File: config.mk
export PLATFORM = sky130hd
export DESIGN_NAME = decode_stage
export DESIGN_NICKNAME = d
export VERILOG_FILES = /design/src/control_pkg.sv /design/src/instruction_pkg.sv /design/src/decode_if.sv /design/src/control_unit.sv /design/src/decode_issue.sv /design/src/decode_stage.sv /design/src/imm_gen.sv /design/src/inst_receiver.sv
export VERILOG_INCLUDE_DIRS = /design/src
export SDC_FILE = /design/constraint.sdc
export NUM_CORES = 1
export LEC_CHECK = 0
export BUFFER_PORTS_ARGS = -buffer_cell sky130_fd_sc_hd__clkbuf_2
export CORE_ASPECT_RATIO = 0.75
export CORE_MARGIN = 2
export CORE_UTILIZATION = 40
export DETAILED_ROUTE_END_ITERATION = 10
export PLACE_DENSITY_LB_ADDON = 0.05
export SYNTH_ARGS = -nofsm -noshare
export SYNTH_HDL_FRONTEND = slang
export SYNTH_SLANG_ARGS = --single-unit
export TNS_END_PERCENT = 50
File: constraint.sdc
create_clock -name clk -period 6.16 [get_ports clk]
set_input_delay 0.308 -clock clk [delete_from_list [all_inputs] [get_ports clk]]
set_output_delay 0.308 -clock clk [all_outputs]
set_load 0.005 [all_outputs]
File: src/riscv_macros.svh
`ifndef RISCV_MACROS_SVH
`define RISCV_MACROS_SVH

// datapath width of the RV64 core.
`define XLEN 64

// one enable bit per byte of a data word.
`define BYTE_NUM 8

`define INST_W 32

`endif

File: src/control_pkg.sv
package control_pkg;

    // {funct7[5], funct7[0], funct3}.
    typedef enum logic [4:0] {
        Add    = 5'b00000,
        Sll    = 5'b00001,
        Slt    = 5'b00010,
        Sltu   = 5'b00011,
        Xor    = 5'b00100,
        Srl    = 5'b00101,
        Or     = 5'b00110,
        And    = 5'b00111,
        Mul    = 5'b01000,
        Mulh   = 5'b01001,
        Mulhsu = 5'b01010,
        Mulhu  = 5'b01011,
        Div    = 5'b01100,
        Divu   = 5'b01101,
        Rem    = 5'b01110,
        Remu   = 5'b01111,
        Sub    = 5'b10000,
        Sra    = 5'b10101
    } alu_op_t;

    typedef enum logic [1:0] {
        WrAluY,
        WrRdData,
        WrPcPlus4,
        WrCsrRdData
    } wr_reg_t;

    // the read-modify ops take their codes from funct3[1:0].
    typedef enum logic [2:0] {
        CsrNoOp               = 3'd0,
        CsrRw                 = 3'd1,
        CsrRs                 = 3'd2,
        CsrRc                 = 3'd3,
        CsrEcall              = 3'd4,
        CsrMret               = 3'd5,
        CsrSret               = 3'd6,
        CsrIllegalInstruction = 3'd7
    } csr_op_t;

    typedef enum logic [1:0] {NoHazard, HazardDecode, HazardExecute} hazard_t;

    typedef enum logic {OnlyRs1, Rs1AndRs2} rs_used_t;

    typedef enum logic [1:0] {
        NoForward,
        ForwardDecode,
        ForwardExecute,
        ForwardExecuteMemory
    } forwarding_type_t;

    typedef enum logic [1:0] {NoBranch, CondBranch, Jump} branch_t;

    typedef enum logic [2:0] {
        Beq  = 3'b000,
        Bne  = 3'b001,
        Blt  = 3'b100,
        Bge  = 3'b101,
        Bltu = 3'b110,
        Bgeu = 3'b111
    } cond_branch_t;

endpackage

File: src/instruction_pkg.sv
package instruction_pkg;

    // major opcodes of RV64I with the M extension folded into the ALU groups.
    typedef enum logic [6:0] {
        LoadType   = 7'b0000011,
        Fence      = 7'b0001111,
        AluIType   = 7'b0010011,
        Auipc      = 7'b0010111,
        AluIWType  = 7'b0011011,
        SType      = 7'b0100011,
        AluRType   = 7'b0110011,
        Lui        = 7'b0110111,
        AluRWType  = 7'b0111011,
        BType      = 7'b1100011,
        Jalr       = 7'b1100111,
        Jal        = 7'b1101111,
        SystemType = 7'b1110011
    } opcode_t;

    // encoded as the privilege bits found in CSR addresses.
    typedef enum logic [1:0] {
        User       = 2'b00,
        Supervisor = 2'b01,
        Machine    = 2'b11
    } privilege_mode_t;

    typedef enum logic [2:0] {
        FmtI,
        FmtS,
        FmtB,
        FmtU,
        FmtJ,
        FmtNone
    } inst_fmt_t;

    typedef logic [4:0] reg_idx_t;
    typedef logic [2:0] funct3_t;
    typedef logic [6:0] funct7_t;

endpackage

File: src/decode_if.sv
`timescale 1ns/1ps
`include "riscv_macros.svh"

interface inst_if;
    import instruction_pkg::*;

    logic                valid;
    logic [`INST_W-1:0]  inst;
    privilege_mode_t     priv;
    logic                take;

    modport producer (output valid, inst, priv, input take);
    modport decoder  (input inst, priv);
    modport consumer (input valid, output take);
endinterface

interface ctrl_if;
    import instruction_pkg::*;
    import control_pkg::*;

    logic alua_src, alub_src, aluy_src, alupc_src;
    alu_op_t alu_op;
    wr_reg_t wr_reg_src;
    logic wr_reg_en, mem_rd_en, mem_wr_en, mem_signed, csr_imm;
    logic [`BYTE_NUM-1:0] mem_byte_en;
    csr_op_t csr_op;
    hazard_t hazard_type;
    rs_used_t rs_used;
    forwarding_type_t forwarding_type;
    branch_t branch_type;
    cond_branch_t cond_branch_type;
    logic [`XLEN-1:0] imm;
    reg_idx_t rd, rs1, rs2;

    modport decoder_ctl (
        output alua_src, alub_src, aluy_src, alu_op, alupc_src, wr_reg_src, wr_reg_en,
               mem_rd_en, mem_wr_en, mem_byte_en, mem_signed, csr_imm, csr_op,
               hazard_type, rs_used, forwarding_type, branch_type, cond_branch_type
    );
    modport decoder_imm (output imm, rd, rs1, rs2);
    modport issue (
        input alua_src, alub_src, aluy_src, alu_op, alupc_src, wr_reg_src, wr_reg_en,
              mem_rd_en, mem_wr_en, mem_byte_en, mem_signed, csr_imm, csr_op,
              hazard_type, rs_used, forwarding_type, branch_type, cond_branch_type,
              imm, rd, rs1, rs2
    );
endinterface

File: src/control_unit.sv
`timescale 1ns/1ps
`include "riscv_macros.svh"

module control_unit (
    inst_if.decoder     inst,
    ctrl_if.decoder_ctl ctrl
);
    import instruction_pkg::*;
    import control_pkg::*;

    opcode_t              opcode;
    funct3_t              funct3;
    funct7_t              funct7;
    logic [`BYTE_NUM-1:0] byte_en;

    assign opcode = opcode_t'(inst.inst[6:0]);
    assign funct3 = inst.inst[14:12];
    assign funct7 = inst.inst[31:25];

    // byte, half, word or double access.
    always_comb begin
        case (funct3[1:0])
            2'b00:   byte_en = 'h1;
            2'b01:   byte_en = 'h3;
            2'b10:   byte_en = 'hF;
            default: byte_en = 'hFF;
        endcase
    end

    always_comb begin
        ctrl.alua_src         = 1'b0;
        ctrl.alub_src         = 1'b0;
        ctrl.aluy_src         = 1'b0;
        ctrl.alu_op           = Add;
        ctrl.alupc_src        = 1'b0;
        ctrl.wr_reg_src       = WrAluY;
        ctrl.wr_reg_en        = 1'b0;
        ctrl.mem_rd_en        = 1'b0;
        ctrl.mem_wr_en        = 1'b0;
        ctrl.mem_byte_en      = '0;
        ctrl.mem_signed       = 1'b0;
        ctrl.csr_imm          = 1'b0;
        ctrl.csr_op           = CsrNoOp;
        ctrl.hazard_type      = NoHazard;
        ctrl.rs_used          = OnlyRs1;
        ctrl.forwarding_type  = NoForward;
        ctrl.branch_type      = NoBranch;
        ctrl.cond_branch_type = Beq;

        unique case (opcode)
            AluRType, AluRWType: begin
                // opcode bit 3 marks the 32-bit W forms.
                ctrl.aluy_src        = opcode[3];
                ctrl.alu_op          = alu_op_t'({funct7[5], funct7[0], funct3});
                ctrl.wr_reg_en       = 1'b1;
                ctrl.hazard_type     = HazardExecute;
                ctrl.rs_used         = Rs1AndRs2;
                ctrl.forwarding_type = ForwardExecute;
            end
            AluIType, AluIWType: begin
                ctrl.alub_src        = 1'b1;
                ctrl.aluy_src        = opcode[3];
                // only SRAI carries a funct7 bit; the rest of the upper field is immediate.
                ctrl.alu_op          = alu_op_t'({funct7[5] & (funct3 == 3'b101), 1'b0, funct3});
                ctrl.wr_reg_en       = 1'b1;
                ctrl.hazard_type     = HazardExecute;
                ctrl.forwarding_type = ForwardExecute;
            end
            LoadType: begin
                ctrl.alub_src        = 1'b1;
                ctrl.wr_reg_src      = WrRdData;
                ctrl.wr_reg_en       = 1'b1;
                ctrl.mem_rd_en       = 1'b1;
                ctrl.mem_byte_en     = byte_en;
                ctrl.mem_signed      = ~funct3[2];
                ctrl.hazard_type     = HazardExecute;
                ctrl.forwarding_type = ForwardExecute;
            end
            SType: begin
                ctrl.alub_src        = 1'b1;
                ctrl.mem_wr_en       = 1'b1;
                ctrl.mem_byte_en     = byte_en;
                ctrl.hazard_type     = HazardExecute;
                ctrl.rs_used         = Rs1AndRs2;
                ctrl.forwarding_type = ForwardExecuteMemory;
            end
            BType: begin
                ctrl.hazard_type      = HazardDecode;
                ctrl.rs_used          = Rs1AndRs2;
                ctrl.branch_type      = CondBranch;
                ctrl.cond_branch_type = cond_branch_t'(funct3);
                ctrl.forwarding_type  = ForwardDecode;
            end
            Lui: begin
                ctrl.alub_src  = 1'b1;
                ctrl.aluy_src  = 1'b1;
                ctrl.wr_reg_en = 1'b1;
            end
            Auipc: begin
                ctrl.alua_src  = 1'b1;
                ctrl.alub_src  = 1'b1;
                ctrl.wr_reg_en = 1'b1;
            end
            Jal: begin
                ctrl.wr_reg_src  = WrPcPlus4;
                ctrl.wr_reg_en   = 1'b1;
                ctrl.branch_type = Jump;
            end
            Jalr: begin
                ctrl.alupc_src       = 1'b1;
                ctrl.wr_reg_src      = WrPcPlus4;
                ctrl.wr_reg_en       = 1'b1;
                ctrl.branch_type     = Jump;
                ctrl.hazard_type     = HazardDecode;
                ctrl.forwarding_type = ForwardDecode;
            end
            // fence keeps the no-op word; ordering is handled by stalling.
            Fence: begin
            end
            SystemType: begin
                ctrl.csr_op = CsrIllegalInstruction;
                if (funct3 == 3'b000) begin
                    if (funct7 == 7'h00) begin
                        ctrl.csr_op = CsrEcall;
                    end else if ((funct7 == 7'h18 && inst.priv == Machine) ||
                                 (funct7 == 7'h08 && inst.priv inside {Machine, Supervisor})) begin
                        ctrl.csr_op = funct7[4] ? CsrMret : CsrSret;
                    end
                end else if (funct3 != 3'b100 && inst.priv >= funct7[6:5]) begin
                    ctrl.wr_reg_en       = 1'b1;
                    ctrl.wr_reg_src      = WrCsrRdData;
                    ctrl.csr_imm         = funct3[2];
                    ctrl.csr_op          = csr_op_t'(funct3[1:0]);
                    ctrl.hazard_type     = HazardExecute;
                    ctrl.forwarding_type = ForwardExecute;
                end
            end
            default: begin
                ctrl.csr_op = CsrIllegalInstruction;
            end
        endcase
    end

    a_mem_excl: assert final (!(ctrl.mem_rd_en && ctrl.mem_wr_en));

endmodule

File: src/decode_issue.sv
`timescale 1ns/1ps
`include "riscv_macros.svh"

module decode_issue (
    input  logic                            clk,
    input  logic                            rst_n,
    inst_if.consumer                        slot,
    ctrl_if.issue                           ctrl,
    output logic                            out_req,
    input  logic                            out_ack,
    output logic                            alua_src,
    output logic                            alub_src,
    output logic                            aluy_src,
    output control_pkg::alu_op_t            alu_op,
    output logic                            alupc_src,
    output control_pkg::wr_reg_t            wr_reg_src,
    output logic                            wr_reg_en,
    output logic                            mem_rd_en,
    output logic                            mem_wr_en,
    output logic [`BYTE_NUM-1:0]            mem_byte_en,
    output logic                            mem_signed,
    output logic                            csr_imm,
    output control_pkg::csr_op_t            csr_op,
    output control_pkg::hazard_t            hazard_type,
    output control_pkg::rs_used_t           rs_used,
    output control_pkg::forwarding_type_t   forwarding_type,
    output control_pkg::branch_t            branch_type,
    output control_pkg::cond_branch_t       cond_branch_type,
    output logic [`XLEN-1:0]                imm,
    output instruction_pkg::reg_idx_t       rd,
    output instruction_pkg::reg_idx_t       rs1,
    output instruction_pkg::reg_idx_t       rs2
);
    import control_pkg::*;

    // full stays set until the consumer has dropped its ack.
    logic full;

    assign slot.take = slot.valid && !full;

    always_ff @(posedge clk) begin
        if (!rst_n) begin
            out_req <= 1'b0;
            full    <= 1'b0;
        end else if (slot.take) begin
            out_req <= 1'b1;
            full    <= 1'b1;
        end else begin
            if (out_req && out_ack) begin
                out_req <= 1'b0;
            end
            if (full && !out_req && !out_ack) begin
                full <= 1'b0;
            end
        end
    end

    always_ff @(posedge clk) begin
        if (!rst_n) begin
            alua_src         <= 1'b0;
            alub_src         <= 1'b0;
            aluy_src         <= 1'b0;
            alu_op           <= Add;
            alupc_src        <= 1'b0;
            wr_reg_src       <= WrAluY;
            wr_reg_en        <= 1'b0;
            mem_rd_en        <= 1'b0;
            mem_wr_en        <= 1'b0;
            mem_byte_en      <= '0;
            mem_signed       <= 1'b0;
            csr_imm          <= 1'b0;
            csr_op           <= CsrNoOp;
            hazard_type      <= NoHazard;
            rs_used          <= OnlyRs1;
            forwarding_type  <= NoForward;
            branch_type      <= NoBranch;
            cond_branch_type <= Beq;
            imm              <= '0;
            rd               <= '0;
            rs1              <= '0;
            rs2              <= '0;
        end else if (slot.take) begin
            alua_src         <= ctrl.alua_src;
            alub_src         <= ctrl.alub_src;
            aluy_src         <= ctrl.aluy_src;
            alu_op           <= ctrl.alu_op;
            alupc_src        <= ctrl.alupc_src;
            wr_reg_src       <= ctrl.wr_reg_src;
            wr_reg_en        <= ctrl.wr_reg_en;
            mem_rd_en        <= ctrl.mem_rd_en;
            mem_wr_en        <= ctrl.mem_wr_en;
            mem_byte_en      <= ctrl.mem_byte_en;
            mem_signed       <= ctrl.mem_signed;
            csr_imm          <= ctrl.csr_imm;
            csr_op           <= ctrl.csr_op;
            hazard_type      <= ctrl.hazard_type;
            rs_used          <= ctrl.rs_used;
            forwarding_type  <= ctrl.forwarding_type;
            branch_type      <= ctrl.branch_type;
            cond_branch_type <= ctrl.cond_branch_type;
            imm              <= ctrl.imm;
            rd               <= ctrl.rd;
            rs1              <= ctrl.rs1;
            rs2              <= ctrl.rs2;
        end
    end

    // the execute side may sample at any point of the request phase.
    a_out_stable: assert property (@(posedge clk) disable iff (!rst_n)
        $past(out_req) && out_req |-> $stable({imm, rd, rs1, rs2, alu_op, csr_op, mem_byte_en}));

endmodule

File: src/decode_stage.sv
`timescale 1ns/1ps
`include "riscv_macros.svh"

module decode_stage (
    input  logic                            clk,
    input  logic                            rst_n,
    input  logic                            in_req,
    output logic                            in_ack,
    input  logic [`INST_W-1:0]              in_inst,
    input  instruction_pkg::privilege_mode_t in_priv,
    output logic                            out_req,
    input  logic                            out_ack,
    output logic                            alua_src,
    output logic                            alub_src,
    output logic                            aluy_src,
    output control_pkg::alu_op_t            alu_op,
    output logic                            alupc_src,
    output control_pkg::wr_reg_t            wr_reg_src,
    output logic                            wr_reg_en,
    output logic                            mem_rd_en,
    output logic                            mem_wr_en,
    output logic [`BYTE_NUM-1:0]            mem_byte_en,
    output logic                            mem_signed,
    output logic                            csr_imm,
    output control_pkg::csr_op_t            csr_op,
    output control_pkg::hazard_t            hazard_type,
    output control_pkg::rs_used_t           rs_used,
    output control_pkg::forwarding_type_t   forwarding_type,
    output control_pkg::branch_t            branch_type,
    output control_pkg::cond_branch_t       cond_branch_type,
    output logic [`XLEN-1:0]                imm,
    output instruction_pkg::reg_idx_t       rd,
    output instruction_pkg::reg_idx_t       rs1,
    output instruction_pkg::reg_idx_t       rs2
);
    inst_if slot ();
    ctrl_if ctrl ();

    inst_receiver u_receiver (.*);

    // both decoders work on the slot contents in parallel.
    control_unit u_control (
        .inst (slot),
        .ctrl (ctrl)
    );

    imm_gen u_imm (
        .inst (slot),
        .ctrl (ctrl)
    );

    decode_issue u_issue (.*);

endmodule

File: src/imm_gen.sv
`timescale 1ns/1ps
`include "riscv_macros.svh"

module imm_gen (
    inst_if.decoder     inst,
    ctrl_if.decoder_imm ctrl
);
    import instruction_pkg::*;

    logic [`INST_W-1:0] i;
    inst_fmt_t          fmt;

    assign i = inst.inst;

    always_comb begin
        case (opcode_t'(i[6:0]))
            AluIType, AluIWType, LoadType, Jalr, SystemType: fmt = FmtI;
            SType:                                            fmt = FmtS;
            BType:                                            fmt = FmtB;
            Lui, Auipc:                                       fmt = FmtU;
            Jal:                                              fmt = FmtJ;
            default:                                          fmt = FmtNone;
        endcase
    end

    // every format keeps its sign in bit 31.
    always_comb begin
        case (fmt)
            FmtI:    ctrl.imm = {{(`XLEN-12){i[31]}}, i[31:20]};
            FmtS:    ctrl.imm = {{(`XLEN-12){i[31]}}, i[31:25], i[11:7]};
            FmtB:    ctrl.imm = {{(`XLEN-13){i[31]}}, i[31], i[7], i[30:25], i[11:8], 1'b0};
            FmtU:    ctrl.imm = {{(`XLEN-32){i[31]}}, i[31:12], 12'b0};
            FmtJ:    ctrl.imm = {{(`XLEN-21){i[31]}}, i[31], i[19:12], i[20], i[30:21], 1'b0};
            default: ctrl.imm = '0;
        endcase
    end

    assign ctrl.rd  = i[11:7];
    assign ctrl.rs1 = i[19:15];
    assign ctrl.rs2 = i[24:20];

endmodule

File: src/inst_receiver.sv
`timescale 1ns/1ps
`include "riscv_macros.svh"

module inst_receiver (
    input  logic                            clk,
    input  logic                            rst_n,
    input  logic                            in_req,
    output logic                            in_ack,
    input  logic [`INST_W-1:0]              in_inst,
    input  instruction_pkg::privilege_mode_t in_priv,
    inst_if.producer                        slot
);
    logic capture;

    // a new request is accepted only once the previous ack has dropped and the slot is empty.
    assign capture = in_req && !in_ack && !slot.valid;

    always_ff @(posedge clk) begin
        if (!rst_n) begin
            slot.valid <= 1'b0;
            in_ack     <= 1'b0;
        end else if (capture) begin
            slot.valid <= 1'b1;
            in_ack     <= 1'b1;
        end else begin
            if (slot.take) begin
                slot.valid <= 1'b0;
            end
            if (!in_req) begin
                in_ack <= 1'b0;
            end
        end
    end

    always_ff @(posedge clk) begin
        if (capture) begin
            slot.inst <= in_inst;
            slot.priv <= in_priv;
        end
    end

    // a held item stays put until the issue side takes it.
    a_slot_hold: assert property (@(posedge clk) disable iff (!rst_n)
        slot.valid && !slot.take |=> slot.valid && $stable(slot.inst) && $stable(slot.priv));

    a_ack_after_req: assert property (@(posedge clk) disable iff (!rst_n)
        $rose(in_ack) |-> $past(in_req));

endmodule

==> results.json <==
{
  "clock-sinks": 118,
  "multi_input_area_um2": 1810,
  "path_delay_family": "compound AO/OA/AOI/OAI gates",
  "crit_path_end": "u_issue.imm[27]",
  "crit_cells": 4,
  "grt_usage_pct": 20.6,
  "dp_hpwl_um": 9410,
  "fp.dieW_um": 133,
  "antenna_left": 0,
  "io_pins": 156,
  "synthesis.area_um2": 4980,
  "num_antenna_cells": 0,
  "critPathMaxFanout": 25,
  "seq_area_um2": 2700,
  "io_buffer_count": 155,
  "ys_seq_area_share_pct": 54.3,
  "tightest_slew_ps": 1130,
  "worstPathRequired_ps": 6510,
  "end_kind": "flip-flop",
  "dpl-instance-area_um2": 5550,
  "htreeDepth": 4,
  "final_hold_viol_count": 0,
  "reg2reg_depth": 4,
  "clkTransAtPathRegs_ps": 60,
  "clk-insertion-delay-late_ps": 410,
  "antenna_found_initial": 0,
  "wl_um": 13400,
  "ctsLongestPathBuffers": 2,
  "clock.fmax_ghz": 0.374,
  "worstReg2RegStart": "u_receiver.slot.inst[2]",
  "start_util_pct": 40.7,
  "cts_hold_buf": 0,
  "synth_area_leaders": "dfxtp_1 34%, edfxtp_1 21%, buf_4 6.0%",
  "firstDrtPassIters": 5,
  "grt_max_degree": 54,
  "stdcell_area_um2": 6140,
  "synth_ff_type": "dfxtp_1",
  "cp_slowest_stage_delay_ps": 1030,
  "dp.cells": 738,
  "tns_ps": 0,
  "num-fill-cells": 1116,
  "reg2reg_to": "u_issue.imm[27]",
  "worst-path-buf-inv": 0,
  "fin_cells": 770,
  "synth_edf_count": 34,
  "path_class": "reg -> reg",
  "ys_warn_count": 0,
  "startpoint": "u_receiver.slot.inst[2]",
  "grt_pass1_vias": 3609,
  "via_count": 4004,
  "syn_inst": 484,
  "cp_slowest_cell": "a2111oi_2",
  "clockRootBuffer": "clkbuf_16",
  "power.density_nw_per_um2": 320,
  "post_cts_buffers": 0,
  "cts_tree": "done",
  "syn_to_final_growth_pct": 23.2,
  "final-setup-viol-count": 0,
  "die_h_um": 101,
  "ff2ff_setup_slack_ps": 3490,
  "numCtsBuffers": 17,
  "power_leakage_uw": 0.00255,
  "relSlewSlack_pct": 24.8,
  "crit_path_start_kind": "flip-flop",
  "synthesis.nets": 524,
  "status": "finished clean",
  "clock_skew_ps": 10.2,
  "drc_errors": 0,
  "cap_viol_max_count": 0,
  "cp.arrival_ps": 3020,
  "peakVddDrop_mv": 0.184,
  "synth-seq-cells": 118,
  "syn_avg_cell_area_um2": 10.3,
  "place_congestion": 0.870,
  "final.period_utilization_pct": 43.4,
  "cts_resized": 0,
  "rsz0062_at_grt": "no",
  "yosysUniqueCellTypes": 65,
  "rows": 35,
  "grt_overflow": 0,
  "yosysTopAreaCell": "dfxtp_1",
  "final_nets": 631,
  "synthArstFlopShare_pct": 0,
  "fin_crit_ps": 2670,
  "via_per_inst": 5.20,
  "wl_per_cell_um": 17.4,
  "slew_violations": 0,
  "core_um2": 12200,
  "hold_class": "in -> reg",
  "crit_path_cell_trace": "mux2i_2 > nand2_1 > a2111oi_2 > a221o_1",
  "final_layout_size_suffix_gt1_share_pct": 33.8,
  "holdPathStages": 1,
  "drt_iter0_drc": 318,
  "die_area_um2": 13400,
  "synth_top_area_share_pct": 33.8,
  "grt_pass1_wl_um": 20600
}
[state kept, by name (all words and copies together), names as in the netlist, 2 cells and up]
name,flops
u_issue.forwarding_type,2
u_issue.alu_op,5
u_issue.mem_byte_en,4
u_receiver.slot.inst,32
u_issue.cond_branch_type,3
u_issue.wr_reg_src,2
u_issue.rs2,5
u_issue.rd,5
u_receiver.slot.priv,2
u_issue.imm,32
u_issue.branch_type,2
u_issue.csr_op,3
u_issue.hazard_type,2
u_issue.rs1,5
[per-stage QoR]
step / hold slack, ps / worst slack, ps / util (%) / power, uW
2_1_floorplan: 407 / 3720 / - / 965
3_3_place_gp: 437 / 3630 / 45.4 / 1020
3_5_place_dp: 447 / 3510 / 45.4 / 1030
4_1_cts: 57.1 / 3530 / 50.2 / 1980
5_1_grt: 49.6 / 3300 / 50.2 / 2040
6_report: 68.8 / 3490 / 50.2 / 1960
[cells in the final DEF (no fill, tap or decap), types with 12 or more instances in the layout]
| master | n |
|---|---|
| nand2_1 | 71 |
| nor2_1 | 13 |
| nand3_1 | 20 |
| edfxtp_1 | 34 |
| clkbuf_2 | 155 |
| a21oi_1 | 12 |
| clkbuf_16 | 20 |
| dfxtp_1 | 84 |
| o21ai_0 | 31 |
| a221o_1 | 19 |
| a21boi_0 | 24 |
[worst reg2reg max path, delay by kind of cell, from the launching register on]
kind / cells / cell delay (ps)
multiplexers: 1 / 340
AND/OR/NAND/NOR: 1 / 140
flip-flops: 1 / 880
AO/OA/AOI/OAI: 2 / 1260
[cells in the mapped netlist (all sizes together) (8+ instances only)]
cell type / instances
nand2: 72
nand3: 21
a21boi: 27
dfxtp: 84
and2: 10
clkbuf: 20
edfxtp: 34
nor2: 14
buf: 51
o21ai: 32
a21oi: 13
a221o: 19
nor3: 8
[report_power, final]
part / switching (uW) / leakage (uW) / internal (uW) / total, uW
Combinational: 82.0 / 0.00126 / 50.8 / 133
Sequential: 40.7 / 0.00100 / 836 / 877
Clock: 352 / 0.000287 / 599 / 951
Total: 475 / 0.00255 / 1490 / 1960
[worst min path at each step]
stage / startpoint / endpoint / slack, ps
2_1_floorplan: in_inst[0] / u_receiver.slot.inst[0] / 410
4_1_cts: in_inst[18] / u_receiver.slot.inst[18] / 60
6_report: in_inst[18] / u_receiver.slot.inst[18] / 70
3_3_place_gp: u_issue.mem_byte_en[0] / u_issue.mem_byte_en[0] / 440
3_5_place_dp: u_issue.imm[6] / u_issue.imm[6] / 450
5_1_grt: in_inst[18] / u_receiver.slot.inst[18] / 50
[cells by family after synthesis]
group	synth area share, %
mux	0.276
buf+inv	9.55
simple gates	17.2
flops	54.3
xor+xnor	0.176
compound gates	18.0
fa+ha+maj	0.503
[layout make-up]
| cell class | count | area share [%] |
|---|---|---|
| clock buffers | 24 | 8.56 |
| clock inverters | 8 | 0.958 |
| inverters | 6 | 0.367 |
| multi-input cells | 289 | 29.5 |
| flip-flops and latches | 118 | 44.0 |
| well taps | 166 | 3.38 |
| repair buffers | 159 | 13.1 |
[per-layer routing]
metal	global-route usage (%)	vias up	share of wire, %
met2	28.9	179	42
met5	0	-	0
li1	-	1930	-
met1	29.9	1881	50
met4	6.87	0	1.1
met3	6.54	14	6.8
Power figures use the tool's default switching activity.
